### config.mk
export PLATFORM = sky130hd
export DESIGN_NAME = perf_counters_top
export DESIGN_NICKNAME = d
export VERILOG_FILES = /design/src/logic/perf_pkg.sv /design/src/logic/perf_event_select.sv /design/src/logic/perf_counter_bank.sv /design/src/logic/perf_csr_regs.sv /design/src/logic/perf_sample_fsm.sv /design/src/logic/perf_sample_fifo.sv /design/src/logic/perf_counters_top.sv
export SDC_FILE = /design/constraint.sdc
export NUM_CORES = 2
export LEC_CHECK = 0
export BUFFER_PORTS_ARGS = -buffer_cell sky130_fd_sc_hd__buf_2
export CAP_MARGIN = 20
export CORE_ASPECT_RATIO = 1.5
export CORE_MARGIN = 10
export CORE_UTILIZATION = 45
export DETAILED_ROUTE_END_ITERATION = 10
export GPL_TIMING_DRIVEN = 0
export SYNTH_ARGS = -nofsm -noshare
export SYNTH_HDL_FRONTEND = slang
export SYNTH_SLANG_ARGS = --single-unit
export TNS_END_PERCENT = 50
### constraint.sdc
create_clock -name clk_i -period 76.7 [get_ports clk_i]
set_input_delay 3.835 -clock clk_i [delete_from_list [all_inputs] [get_ports clk_i]]
set_output_delay 3.835 -clock clk_i [all_outputs]
set_load 0.05 [all_outputs]
### src/logic/perf_pkg.sv
// ------------------------------------------------------------------------
// Performance counter package
// Widths, register addresses, event codes, sampling states and the
// decoded event strobes shared by the counter block
// ------------------------------------------------------------------------
`default_nettype none

package perf_pkg;

  localparam int unsigned NUM_COUNTERS = 6;
  localparam int unsigned CNT_W        = 64;
  localparam int unsigned ADDR_W       = 12;
  localparam int unsigned EVT_SEL_W    = 5;

  // Sample FIFO geometry
  localparam int unsigned FIFO_DEPTH   = 16;
  localparam int unsigned FIFO_PTR_W   = 4;
  localparam int unsigned FIFO_CNT_W   = 5;
  localparam int unsigned FLUSH_LEVEL  = 12;  // Three quarters full

  typedef logic [CNT_W-1:0]        cnt_t;
  typedef logic [ADDR_W-1:0]       addr_t;
  typedef logic [CNT_W-1:0]        data_t;
  typedef logic [2:0]              idx_t;
  typedef logic [NUM_COUNTERS-1:0] cfg_mask_t;

  // ------------------------------------------------------------------------
  // Register map, base address of each group of six
  // ------------------------------------------------------------------------
  localparam addr_t CSR_MHPM_COUNTER_3   = 12'hB03;
  localparam addr_t CSR_HPM_COUNTER_3    = 12'hC03;  // User read-only alias
  localparam addr_t CSR_MHPM_EVENT_3     = 12'h323;
  localparam addr_t CSR_MHPM_THRESHOLD_3 = 12'h7C3;
  localparam addr_t CSR_MHPM_EBS_CFG     = 12'h7D0;

  typedef enum logic [EVT_SEL_W-1:0] {
    EVT_NONE        = 5'd0,
    EVT_ICACHE_MISS = 5'd1,
    EVT_DCACHE_MISS = 5'd2,
    EVT_ITLB_MISS   = 5'd3,
    EVT_DTLB_MISS   = 5'd4,
    EVT_LOAD        = 5'd5,
    EVT_STORE       = 5'd6,
    EVT_EXCEPTION   = 5'd7,
    EVT_ERET        = 5'd8,
    EVT_BRANCH      = 5'd9,
    EVT_MISPREDICT  = 5'd10
  } event_sel_e;

  typedef enum logic [1:0] {
    SAMPLE_IDLE = 2'd0,
    SAMPLE_SCAN = 2'd1
  } sample_state_e;

  // Pre-decoded single-cycle strobes from the core
  typedef struct packed {
    logic icache_miss;
    logic dcache_miss;
    logic itlb_miss;
    logic dtlb_miss;
    logic load;
    logic store;
    logic exception;
    logic eret;
    logic branch;
    logic mispredict;
  } perf_events_t;

endpackage

`default_nettype wire

### src/logic/perf_event_select.sv
// ------------------------------------------------------------------------
// Event select
// Routes one event strobe to each counter according to its event code
// ------------------------------------------------------------------------
`default_nettype none

module perf_event_select (
  input  perf_pkg::perf_events_t                              events_i,
  input  perf_pkg::event_sel_e [perf_pkg::NUM_COUNTERS-1:0]   evt_sel_i,
  output perf_pkg::cfg_mask_t                                 cnt_event_o
);

  always_comb begin
    cnt_event_o = '0;
    for (int unsigned i = 0; i < perf_pkg::NUM_COUNTERS; i++) begin
      case (evt_sel_i[i])
        perf_pkg::EVT_ICACHE_MISS: cnt_event_o[i] = events_i.icache_miss;
        perf_pkg::EVT_DCACHE_MISS: cnt_event_o[i] = events_i.dcache_miss;
        perf_pkg::EVT_ITLB_MISS:   cnt_event_o[i] = events_i.itlb_miss;
        perf_pkg::EVT_DTLB_MISS:   cnt_event_o[i] = events_i.dtlb_miss;
        perf_pkg::EVT_LOAD:        cnt_event_o[i] = events_i.load;
        perf_pkg::EVT_STORE:       cnt_event_o[i] = events_i.store;
        perf_pkg::EVT_EXCEPTION:   cnt_event_o[i] = events_i.exception;
        perf_pkg::EVT_ERET:        cnt_event_o[i] = events_i.eret;
        perf_pkg::EVT_BRANCH:      cnt_event_o[i] = events_i.branch;
        perf_pkg::EVT_MISPREDICT:  cnt_event_o[i] = events_i.mispredict;
        default:                   cnt_event_o[i] = 1'b0;  // None or unknown code
      endcase
    end
  end

endmodule

`default_nettype wire

### src/logic/perf_counter_bank.sv
// ------------------------------------------------------------------------
// Counter bank
// Six 64-bit event counters with inhibit and debug gating, loadable
// through the register port
// ------------------------------------------------------------------------
`default_nettype none

module perf_counter_bank (
  input  logic                                          clk_i,
  input  logic                                          rst_ni,
  input  perf_pkg::cfg_mask_t                           cnt_event_i,
  input  perf_pkg::cfg_mask_t                           inhibit_i,  // Bit 0 is counter 3
  input  logic                                          debug_mode_i,
  input  logic                                          wr_en_i,
  input  perf_pkg::idx_t                                wr_idx_i,
  input  perf_pkg::cnt_t                                wr_data_i,
  input  logic                                          any_write_i,
  output perf_pkg::cnt_t [perf_pkg::NUM_COUNTERS-1:0]   count_o
);

  perf_pkg::cnt_t [perf_pkg::NUM_COUNTERS-1:0] count_q;
  perf_pkg::cfg_mask_t                         count_en;
  logic                                        global_en;

  // No counting in debug mode or while the register port writes
  assign global_en = !debug_mode_i && !any_write_i;
  assign count_en  = cnt_event_i & ~inhibit_i & {perf_pkg::NUM_COUNTERS{global_en}};

  always_ff @(posedge clk_i or negedge rst_ni) begin
    if (!rst_ni) begin
      count_q <= '0;
    end else begin
      for (int unsigned i = 0; i < perf_pkg::NUM_COUNTERS; i++) begin
        if (wr_en_i && (wr_idx_i == perf_pkg::idx_t'(i))) begin
          count_q[i] <= wr_data_i;  // Preload wins over counting
        end else if (count_en[i]) begin
          count_q[i] <= count_q[i] + perf_pkg::cnt_t'(1);
        end
      end
    end
  end

  assign count_o = count_q;

  // The CSR decoder only hands over indices of existing counters
  a_wr_idx_range: assert property (@(posedge clk_i) disable iff (!rst_ni)
    wr_en_i |-> (wr_idx_i < perf_pkg::NUM_COUNTERS));

endmodule

`default_nettype wire

### src/logic/perf_csr_regs.sv
// ------------------------------------------------------------------------
// Counter register file
// Address decode for counters, event selectors, thresholds and the
// sample configuration, with a same-cycle read path
// ------------------------------------------------------------------------
`default_nettype none

module perf_csr_regs (
  input  logic                                              clk_i,
  input  logic                                              rst_ni,
  input  perf_pkg::addr_t                                   addr_i,
  input  logic                                              we_i,
  input  perf_pkg::data_t                                   data_i,
  output perf_pkg::data_t                                   data_o,
  input  perf_pkg::cnt_t [perf_pkg::NUM_COUNTERS-1:0]       count_i,
  output logic                                              cnt_we_o,
  output perf_pkg::idx_t                                    cnt_idx_o,
  output perf_pkg::cnt_t                                    cnt_data_o,
  output logic                                              any_write_o,
  output perf_pkg::event_sel_e [perf_pkg::NUM_COUNTERS-1:0] evt_sel_o,
  output perf_pkg::cnt_t [perf_pkg::NUM_COUNTERS-1:0]       threshold_o,
  output perf_pkg::cfg_mask_t                               sample_cfg_o
);

  localparam perf_pkg::addr_t GroupSize = perf_pkg::addr_t'(perf_pkg::NUM_COUNTERS);

  perf_pkg::event_sel_e [perf_pkg::NUM_COUNTERS-1:0] evt_sel_q;
  perf_pkg::cnt_t [perf_pkg::NUM_COUNTERS-1:0]       threshold_q;
  perf_pkg::cfg_mask_t                               cfg_q;

  perf_pkg::addr_t cnt_off, hpm_off, sel_off, thr_off;
  logic            cnt_hit, hpm_hit, sel_hit, thr_hit, cfg_hit;
  logic            sel_we, thr_we, cfg_we;

  // ------------------------------------------------------------------------
  // Address decode
  // ------------------------------------------------------------------------
  assign cnt_off = addr_i - perf_pkg::CSR_MHPM_COUNTER_3;
  assign hpm_off = addr_i - perf_pkg::CSR_HPM_COUNTER_3;
  assign sel_off = addr_i - perf_pkg::CSR_MHPM_EVENT_3;
  assign thr_off = addr_i - perf_pkg::CSR_MHPM_THRESHOLD_3;

  assign cnt_hit = cnt_off < GroupSize;
  assign hpm_hit = hpm_off < GroupSize;
  assign sel_hit = sel_off < GroupSize;
  assign thr_hit = thr_off < GroupSize;
  assign cfg_hit = addr_i == perf_pkg::CSR_MHPM_EBS_CFG;

  // User aliases are read only so a write there is dropped
  assign cnt_we_o    = we_i && cnt_hit;
  assign sel_we      = we_i && sel_hit;
  assign thr_we      = we_i && thr_hit;
  assign cfg_we      = we_i && cfg_hit;
  assign cnt_idx_o   = perf_pkg::idx_t'(cnt_off);
  assign cnt_data_o  = data_i;
  assign any_write_o = we_i;

  // Read mux
  always_comb begin
    data_o = '0;
    if (cnt_hit) begin
      data_o = count_i[cnt_off[2:0]];
    end else if (hpm_hit) begin
      data_o = count_i[hpm_off[2:0]];
    end else if (sel_hit) begin
      data_o = perf_pkg::data_t'(evt_sel_q[sel_off[2:0]]);
    end else if (thr_hit) begin
      data_o = threshold_q[thr_off[2:0]];
    end else if (cfg_hit) begin
      data_o = perf_pkg::data_t'(cfg_q);
    end
  end

  always_ff @(posedge clk_i or negedge rst_ni) begin
    if (!rst_ni) begin
      evt_sel_q   <= '{default: perf_pkg::EVT_NONE};
      threshold_q <= '0;
      cfg_q       <= '0;
    end else begin
      if (sel_we) begin
        evt_sel_q[sel_off[2:0]] <= perf_pkg::event_sel_e'(data_i[perf_pkg::EVT_SEL_W-1:0]);
      end
      if (thr_we) begin
        threshold_q[thr_off[2:0]] <= data_i;
      end
      if (cfg_we) begin
        cfg_q <= data_i[perf_pkg::NUM_COUNTERS-1:0];
      end
    end
  end

  assign evt_sel_o    = evt_sel_q;
  assign threshold_o  = threshold_q;
  assign sample_cfg_o = cfg_q;

  // Register groups never overlap in the map
  a_one_write: assert property (@(posedge clk_i) disable iff (!rst_ni)
    $onehot0({cnt_we_o, sel_we, thr_we, cfg_we}));

endmodule

`default_nettype wire

### src/logic/perf_sample_fsm.sv
// ------------------------------------------------------------------------
// Event-based sampling FSM
// Detects threshold crossings, snapshots all counters and walks the
// counter indices to push the configured samples
// ------------------------------------------------------------------------
`default_nettype none

module perf_sample_fsm (
  input  logic                                          clk_i,
  input  logic                                          rst_ni,
  input  perf_pkg::cnt_t [perf_pkg::NUM_COUNTERS-1:0]   count_i,
  input  perf_pkg::cnt_t [perf_pkg::NUM_COUNTERS-1:0]   threshold_i,
  input  perf_pkg::cfg_mask_t                           sample_cfg_i,
  input  logic                                          fifo_full_i,
  output logic                                          push_o,
  output perf_pkg::cnt_t                                push_data_o
);

  localparam perf_pkg::idx_t LastIdx = perf_pkg::idx_t'(perf_pkg::NUM_COUNTERS - 1);

  perf_pkg::sample_state_e                     state_q;
  perf_pkg::idx_t                              idx_q;
  perf_pkg::cnt_t [perf_pkg::NUM_COUNTERS-1:0] offset_q;
  perf_pkg::cnt_t [perf_pkg::NUM_COUNTERS-1:0] snap_q;
  perf_pkg::cfg_mask_t                         hit;
  logic                                        trigger;

  // A zero threshold disables sampling for that counter
  always_comb begin
    for (int unsigned i = 0; i < perf_pkg::NUM_COUNTERS; i++) begin
      hit[i] = (threshold_i[i] != '0) && (count_i[i] >= threshold_i[i] + offset_q[i]);
    end
  end

  assign trigger = (state_q == perf_pkg::SAMPLE_IDLE) && (|hit);

  // One index per scan cycle and a full FIFO drops the entry
  assign push_o      = (state_q == perf_pkg::SAMPLE_SCAN) && sample_cfg_i[idx_q] && !fifo_full_i;
  assign push_data_o = snap_q[idx_q];

  // ------------------------------------------------------------------------
  // State, scan index and offsets
  // ------------------------------------------------------------------------
  always_ff @(posedge clk_i or negedge rst_ni) begin
    if (!rst_ni) begin
      state_q  <= perf_pkg::SAMPLE_IDLE;
      idx_q    <= '0;
      offset_q <= '0;
    end else begin
      case (state_q)
        perf_pkg::SAMPLE_IDLE: begin
          if (trigger) begin
            state_q <= perf_pkg::SAMPLE_SCAN;
            idx_q   <= '0;
            for (int unsigned i = 0; i < perf_pkg::NUM_COUNTERS; i++) begin
              if (hit[i]) begin
                offset_q[i] <= count_i[i];  // Next trigger one threshold later
              end
            end
          end
        end
        perf_pkg::SAMPLE_SCAN: begin
          idx_q <= idx_q + perf_pkg::idx_t'(1);
          if (idx_q == LastIdx) begin
            state_q <= perf_pkg::SAMPLE_IDLE;
          end
        end
        default: state_q <= perf_pkg::SAMPLE_IDLE;
      endcase
    end
  end

  // Snapshot of every counter at the trigger edge
  always_ff @(posedge clk_i) begin
    if (trigger) begin
      snap_q <= count_i;
    end
  end

  // Pushes only come from the walk over existing counter indices
  a_push_in_scan: assert property (@(posedge clk_i) disable iff (!rst_ni)
    push_o |-> (state_q == perf_pkg::SAMPLE_SCAN) && (idx_q <= LastIdx));

endmodule

`default_nettype wire

### src/logic/perf_sample_fifo.sv
// ------------------------------------------------------------------------
// Sample FIFO
// Circular buffer for counter samples with a flush request near full
// ------------------------------------------------------------------------
`default_nettype none

module perf_sample_fifo (
  input  logic           clk_i,
  input  logic           rst_ni,
  input  logic           push_i,
  input  perf_pkg::cnt_t push_data_i,
  input  logic           pop_i,
  output logic           full_o,
  output logic           sample_valid_o,
  output perf_pkg::cnt_t sample_data_o,
  output logic           flush_o
);

  localparam int unsigned CntW = perf_pkg::FIFO_CNT_W;

  perf_pkg::cnt_t                  mem_q [perf_pkg::FIFO_DEPTH];
  logic [perf_pkg::FIFO_PTR_W-1:0] wr_ptr_q, rd_ptr_q;
  logic [CntW-1:0]                 cnt_q;
  logic                            do_push, do_pop;

  assign full_o         = cnt_q == CntW'(perf_pkg::FIFO_DEPTH);
  assign sample_valid_o = cnt_q != '0;
  assign flush_o        = cnt_q >= CntW'(perf_pkg::FLUSH_LEVEL);
  assign sample_data_o  = mem_q[rd_ptr_q];

  assign do_push = push_i && !full_o;
  assign do_pop  = pop_i && sample_valid_o;

  // Pointers wrap naturally at the power-of-two depth
  always_ff @(posedge clk_i or negedge rst_ni) begin
    if (!rst_ni) begin
      wr_ptr_q <= '0;
      rd_ptr_q <= '0;
      cnt_q    <= '0;
    end else begin
      wr_ptr_q <= wr_ptr_q + perf_pkg::FIFO_PTR_W'(do_push);
      rd_ptr_q <= rd_ptr_q + perf_pkg::FIFO_PTR_W'(do_pop);
      cnt_q    <= cnt_q + CntW'(do_push) - CntW'(do_pop);
    end
  end

  always_ff @(posedge clk_i) begin
    if (do_push) begin
      mem_q[wr_ptr_q] <= push_data_i;
    end
  end

  a_cnt_bound: assert property (@(posedge clk_i) disable iff (!rst_ni)
    cnt_q <= CntW'(perf_pkg::FIFO_DEPTH));

  // The sampling FSM holds back while the buffer is full
  a_no_push_full: assert property (@(posedge clk_i) disable iff (!rst_ni)
    push_i |-> !full_o);

endmodule

`default_nettype wire

### src/logic/perf_counters_top.sv
// ------------------------------------------------------------------------
// Performance counters top level
// Event selection, counter bank, register port and event-based sampling
// ------------------------------------------------------------------------
`default_nettype none

module perf_counters_top (
  input  logic                   clk_i,
  input  logic                   rst_ni,
  input  logic                   debug_mode_i,
  input  perf_pkg::cfg_mask_t    inhibit_i,
  input  perf_pkg::addr_t        addr_i,
  input  logic                   we_i,
  input  perf_pkg::data_t        data_i,
  output perf_pkg::data_t        data_o,
  input  perf_pkg::perf_events_t events_i,
  input  logic                   sample_pop_i,
  output logic                   sample_valid_o,
  output perf_pkg::cnt_t         sample_data_o,
  output logic                   flush_o
);

  perf_pkg::cfg_mask_t                               cnt_event;
  perf_pkg::cnt_t [perf_pkg::NUM_COUNTERS-1:0]       count;
  perf_pkg::event_sel_e [perf_pkg::NUM_COUNTERS-1:0] evt_sel;
  perf_pkg::cnt_t [perf_pkg::NUM_COUNTERS-1:0]       threshold;
  perf_pkg::cfg_mask_t                               sample_cfg;
  logic                                              cnt_we, any_write;
  perf_pkg::idx_t                                    cnt_idx;
  perf_pkg::cnt_t                                    cnt_data;
  logic                                              push, fifo_full;
  perf_pkg::cnt_t                                    push_data;

  perf_event_select u_event_select (
    .events_i    (events_i),
    .evt_sel_i   (evt_sel),
    .cnt_event_o (cnt_event)
  );

  perf_counter_bank u_counter_bank (
    .clk_i        (clk_i),
    .rst_ni       (rst_ni),
    .cnt_event_i  (cnt_event),
    .inhibit_i    (inhibit_i),
    .debug_mode_i (debug_mode_i),
    .wr_en_i      (cnt_we),
    .wr_idx_i     (cnt_idx),
    .wr_data_i    (cnt_data),
    .any_write_i  (any_write),
    .count_o      (count)
  );

  perf_csr_regs u_csr_regs (
    .clk_i        (clk_i),
    .rst_ni       (rst_ni),
    .addr_i       (addr_i),
    .we_i         (we_i),
    .data_i       (data_i),
    .data_o       (data_o),
    .count_i      (count),
    .cnt_we_o     (cnt_we),
    .cnt_idx_o    (cnt_idx),
    .cnt_data_o   (cnt_data),
    .any_write_o  (any_write),
    .evt_sel_o    (evt_sel),
    .threshold_o  (threshold),
    .sample_cfg_o (sample_cfg)
  );

  perf_sample_fsm u_sample_fsm (
    .clk_i        (clk_i),
    .rst_ni       (rst_ni),
    .count_i      (count),
    .threshold_i  (threshold),
    .sample_cfg_i (sample_cfg),
    .fifo_full_i  (fifo_full),
    .push_o       (push),
    .push_data_o  (push_data)
  );

  perf_sample_fifo u_sample_fifo (
    .clk_i          (clk_i),
    .rst_ni         (rst_ni),
    .push_i         (push),
    .push_data_i    (push_data),
    .pop_i          (sample_pop_i),
    .full_o         (fifo_full),
    .sample_valid_o (sample_valid_o),
    .sample_data_o  (sample_data_o),
    .flush_o        (flush_o)
  );

endmodule

`default_nettype wire

==> summary.md <==
| Metric | Value |
|---|---|
| Outcome | `finished, final reports clean` |
| CP Cell Sequence | `buf_2 > ha_1 > clkbuf_1 > xnor2_1 > clkbuf_1 > nand2_1 > nor2_1 > clkbuf_1 > clkbuf_1 > a221oi_1 > o21ai_0 > buf_2` |
| Layout cells sized above 1 | `16.34%` |
| Simple-gate area share of the yosys netlist | `9.770%` |
| Post-synthesis sequential area ratio | `50.69%` |
| Relative slew margins | `6.886%` |
| Hold depth | `2` |
| DRC | `0` |
| Distinct cells, synth | `87` |
| Clk buf depth | `4` |
| First-pass GRT wire length | `926900 microns` |
| Largest area contributor in the netlist | `edfxtp_1` |
| GRT Total Usage | `39.18%` |
| Syn avg cell area | `11.56 sq um` |
| RePlAce Congestion | `1.031` |
| Worst slew pin tran | `1.397 ns` |
| Critical path fanouts, max | `10` |
| Critical Path Slowest Stage Cell | `clkbuf_1` |
| Crit path DAT | `10.22 ns` |
| Max Transition Viols Final | `0` |
| Area of the die | `341000 sq um` |
| DRT iter0 DRCs | `11710` |
| DR vias | `114900` |
| WL/cell | `39.05 microns` |
| Site Rows | `253` |
| R2r worst-path depth | `25` |
| Layout Utilization | `51.58%` |
| DRT Pass-1 Iters | `6` |
| Area fraction in compound gates after synthesis | `13.83%` |
| Routed Antenna Nets | `0` |
| Worst setup EP type | `output port` |
| Initial Utilization | `45.19%` |
| WHS | `0.4850 ns` |
| Reg clk slew, reported paths | `0.06 ns` |
| Worst hold-check path type | `reg2reg` |
| CP startpoint | `addr_i[1]` |
| RSZ-0062 raised after global routing | `false` |
| Reg2reg end | `u_sample_fsm.snap_q[120]$_DFFE_PP_` |
| Worst R2R Start | `u_csr_regs.threshold_o[217]$_DFFE_PN0P_` |
| CP endpoint | `data_o[62]` |
| Design area | `163100 sq um` |
| Yosys Warn Count | `0` |
| Area growth syn-to-layout | `14.15%` |
| Largest net degree at the start of global routing | `154` |
| Met2 WL | `327400 microns` |
| Final Critical Period | `14.06 ns` |
| Clk_lat worst skew | `0.93 ns` |
| Vias/cell | `6.520` |
| Total gr overflow | `0` |
| DP Area | `153100 sq um` |
| Synth Area in XOR/XNOR | `4.051%` |
| Worst vdd ir | `0.03744 mV` |
| Mapped cell area | `142900 sq um` |
| # port buffers | `217` |
| R2R setup slack | `65.52 ns` |
| Crit path top cell by count | `clkbuf_1` |
| Top post-synthesis cells by area | `edfxtp_1 (30%), dfrtp_1 (21%), ha_1 (6.9%)` |
| Post-Synth Adder-Cell Area | `6.989%` |
| Top sig layer | `met5` |
| CTS tree | `done` |
| CTS-repair resized insts | `0` |
| Setup Buffers After CTS | `0` |
| Sequential Area | `72430 sq um` |
| Antenna violations before repair | `60` |
| Vias in the first global route | `116200` |
| Power per cell area | `28.14 nW/um^2` |
| Hold bufs inserted after CTS | `0` |
| Max Clock Freq | `71.14 MHz` |
| Post-synth ARST share | `46.12%` |
| Post-Route M1 WL | `231900 microns` |
| Leakage Power | `0.06817 uW` |
| Tcrit/Tclk final | `18.33%` |
| Max cap viols | `0` |
| CTS root buf | `clkbuf_16` |
| #FFs+latches synth | `2613` |
| Biggest cell delay along the critical path | `1.00 ns` |
| DIE WIDTH | `480.1 microns` |
| Final Non-Filler Cells | `17620` |
| Hpwl dp | `556600 microns` |
| Num CTS Buffers | `277` |
| Footprint of the multi-input gates | `67220 sq um` |
| # nets final | `14060` |
| Clk_skew | `0.04918 ns` |
| Yosys top cell area share | `29.59%` |
| Largest family of logic cells by synthesized area | `compound AO/OA/AOI/OAI gates` |
| Fill cells | `27870` |
| H-Tree Depth | `5` |
| Placed insts | `17040` |
| Final hold vios | `0` |
| Cells after synthesis | `12360` |
| Critical Path RT | `72.86 ns` |
| Multiplexer share of the synthesized area | `12.12%` |
| IO Count | `227` |
| CP Class | `in2out` |
| Post-synth top flop | `edfxtp_1` |
| Sink Count | `2613` |
| Die Ht | `710.2 microns` |
| Core region area | `316200 sq um` |
| WL final | `687900 microns` |
| Setup TNS | `0 ns` |
| Post-Syn Nets | `13250` |
| CP startpoint kind | `primary input` |
| Post-synth EDFFs | `1408` |
| Final setup vio count | `0` |
| Metal3 WL | `44570 microns` |
-- critical path, delay by kind of cell --
family / cells / cell delay (ns)
compound gates: 2 / 1.01
fa+ha+maj: 1 / 0.20
buf+inv: 6 / 3.44
simple gates: 2 / 0.80
xor+xnor: 1 / 0.88
-- cell usage in the layout (no fill, tap or decap), types with 312 or more instances in the layout --
cell type / count
nor2_1: 530
nand2_1: 935
clkbuf_1: 564
o21ai_0: 850
xnor2_1: 335
dfrtp_1: 1205
xor2_1: 326
a21o_1: 366
edfxtp_1: 1408
mux2_2: 841
buf_2: 312
ha_1: 787
a21oi_1: 786
-- how the worst min path moves through the flow --
| stage | start | endpoint | slack [ns] |
|---|---|---|---|
| 6_report | u_sample_fsm.offset_q[306]$_DFFE_PN0P_ | u_sample_fsm.offset_q[306]$_DFFE_PN0P_ | 0.48 |
| 4_1_cts | u_sample_fsm.offset_q[306]$_DFFE_PN0P_ | u_sample_fsm.offset_q[306]$_DFFE_PN0P_ | 0.49 |
| 2_1_floorplan | u_counter_bank.count_o[340]$_DFFE_PN0P_ | u_sample_fsm.snap_q[340]$_DFFE_PP_ | 0.45 |
| 3_5_place_dp | u_sample_fsm.offset_q[306]$_DFFE_PN0P_ | u_sample_fsm.offset_q[306]$_DFFE_PN0P_ | 0.47 |
| 5_1_grt | u_sample_fsm.offset_q[284]$_DFFE_PN0P_ | u_sample_fsm.offset_q[284]$_DFFE_PN0P_ | 0.52 |
| 3_3_place_gp | u_sample_fsm.offset_q[300]$_DFFE_PN0P_ | u_sample_fsm.offset_q[300]$_DFFE_PN0P_ | 0.47 |
-- per-layer routing --
metal / vias up / track usage [%]
li1: 48760 / -
met1: 58300 / 41.77
met2: 5788 / 65.56
met3: 1980 / 6.291
met4: 20 / 37.76
met5: - / 0
-- cells in the mapped netlist (326+ instances only) --
cell type  instances
nand2_1          935
edfxtp_1        1408
a21o_1           366
xnor2_1          335
o21ai_0          851
xor2_1           326
nor2_1           543
dfrtp_1         1205
ha_1             787
clkbuf_1         530
mux2_2           841
a21oi_1          788
-- power breakdown --
part	total [uW]	switching, uW	internal (uW)
registers	1780	38.9	1740
clock network	1420	612	809
logic	1390	982	410
-- cells by family (layout without fill, tap and decap cells) --
group | after synthesis | after routing
AND/OR/NAND/NOR | 2857 | 2857
adder cells (fa/ha/maj) | 794 | 794
multiplexers | 1374 | 1374
XOR/XNOR | 661 | 661
buffers and inverters | 943 | 1964
other | 0 | 28
flip-flops | 2613 | 2613
AO/OA/AOI/OAI | 3118 | 3118
-- state kept, by name, indices dropped and copies added (netlist names) --
| register | cells |
|---|---|
| u_csr_regs.sample_cfg_o | 6 |
| u_csr_regs.threshold_o | 384 |
| u_sample_fifo.wr_ptr_q | 4 |
| u_sample_fifo.mem_q | 1024 |
| u_sample_fifo.cnt_q | 5 |
| u_sample_fifo.rd_ptr_q | 4 |
| u_sample_fsm.offset_q | 384 |
| u_sample_fsm.snap_q | 384 |
| u_csr_regs.evt_sel_o | 30 |
| u_counter_bank.count_o | 384 |
| u_sample_fsm.state_q | 1 |
| u_sample_fsm.idx_q | 3 |
-- through the flow --
| stage | setup slack, ns | power (uW) |
|---|---|---|
| 2_1_floorplan | 52.32 | 2592 |
| 3_3_place_gp | 37.51 | 3139 |
| 3_5_place_dp | 62.55 | 3154 |
| 4_1_cts | 62.54 | 4561 |
| 5_1_grt | 62.85 | 4704 |
| 6_report | 62.64 | 4590 |
-- area by class of cell --
type / count / area share (%)
inverter: 270 / 0.6213
tap: 4207 / 3.227
clock buffer: 354 / 4.680
multi-input combinational: 8804 / 41.21
timing repair buffer: 527 / 3.163
antenna: 28 / 0.04296
clock inverter: 140 / 1.026
sequential: 2613 / 44.41
buffer: 673 / 1.622
Power figures use the tool's default switching activity.
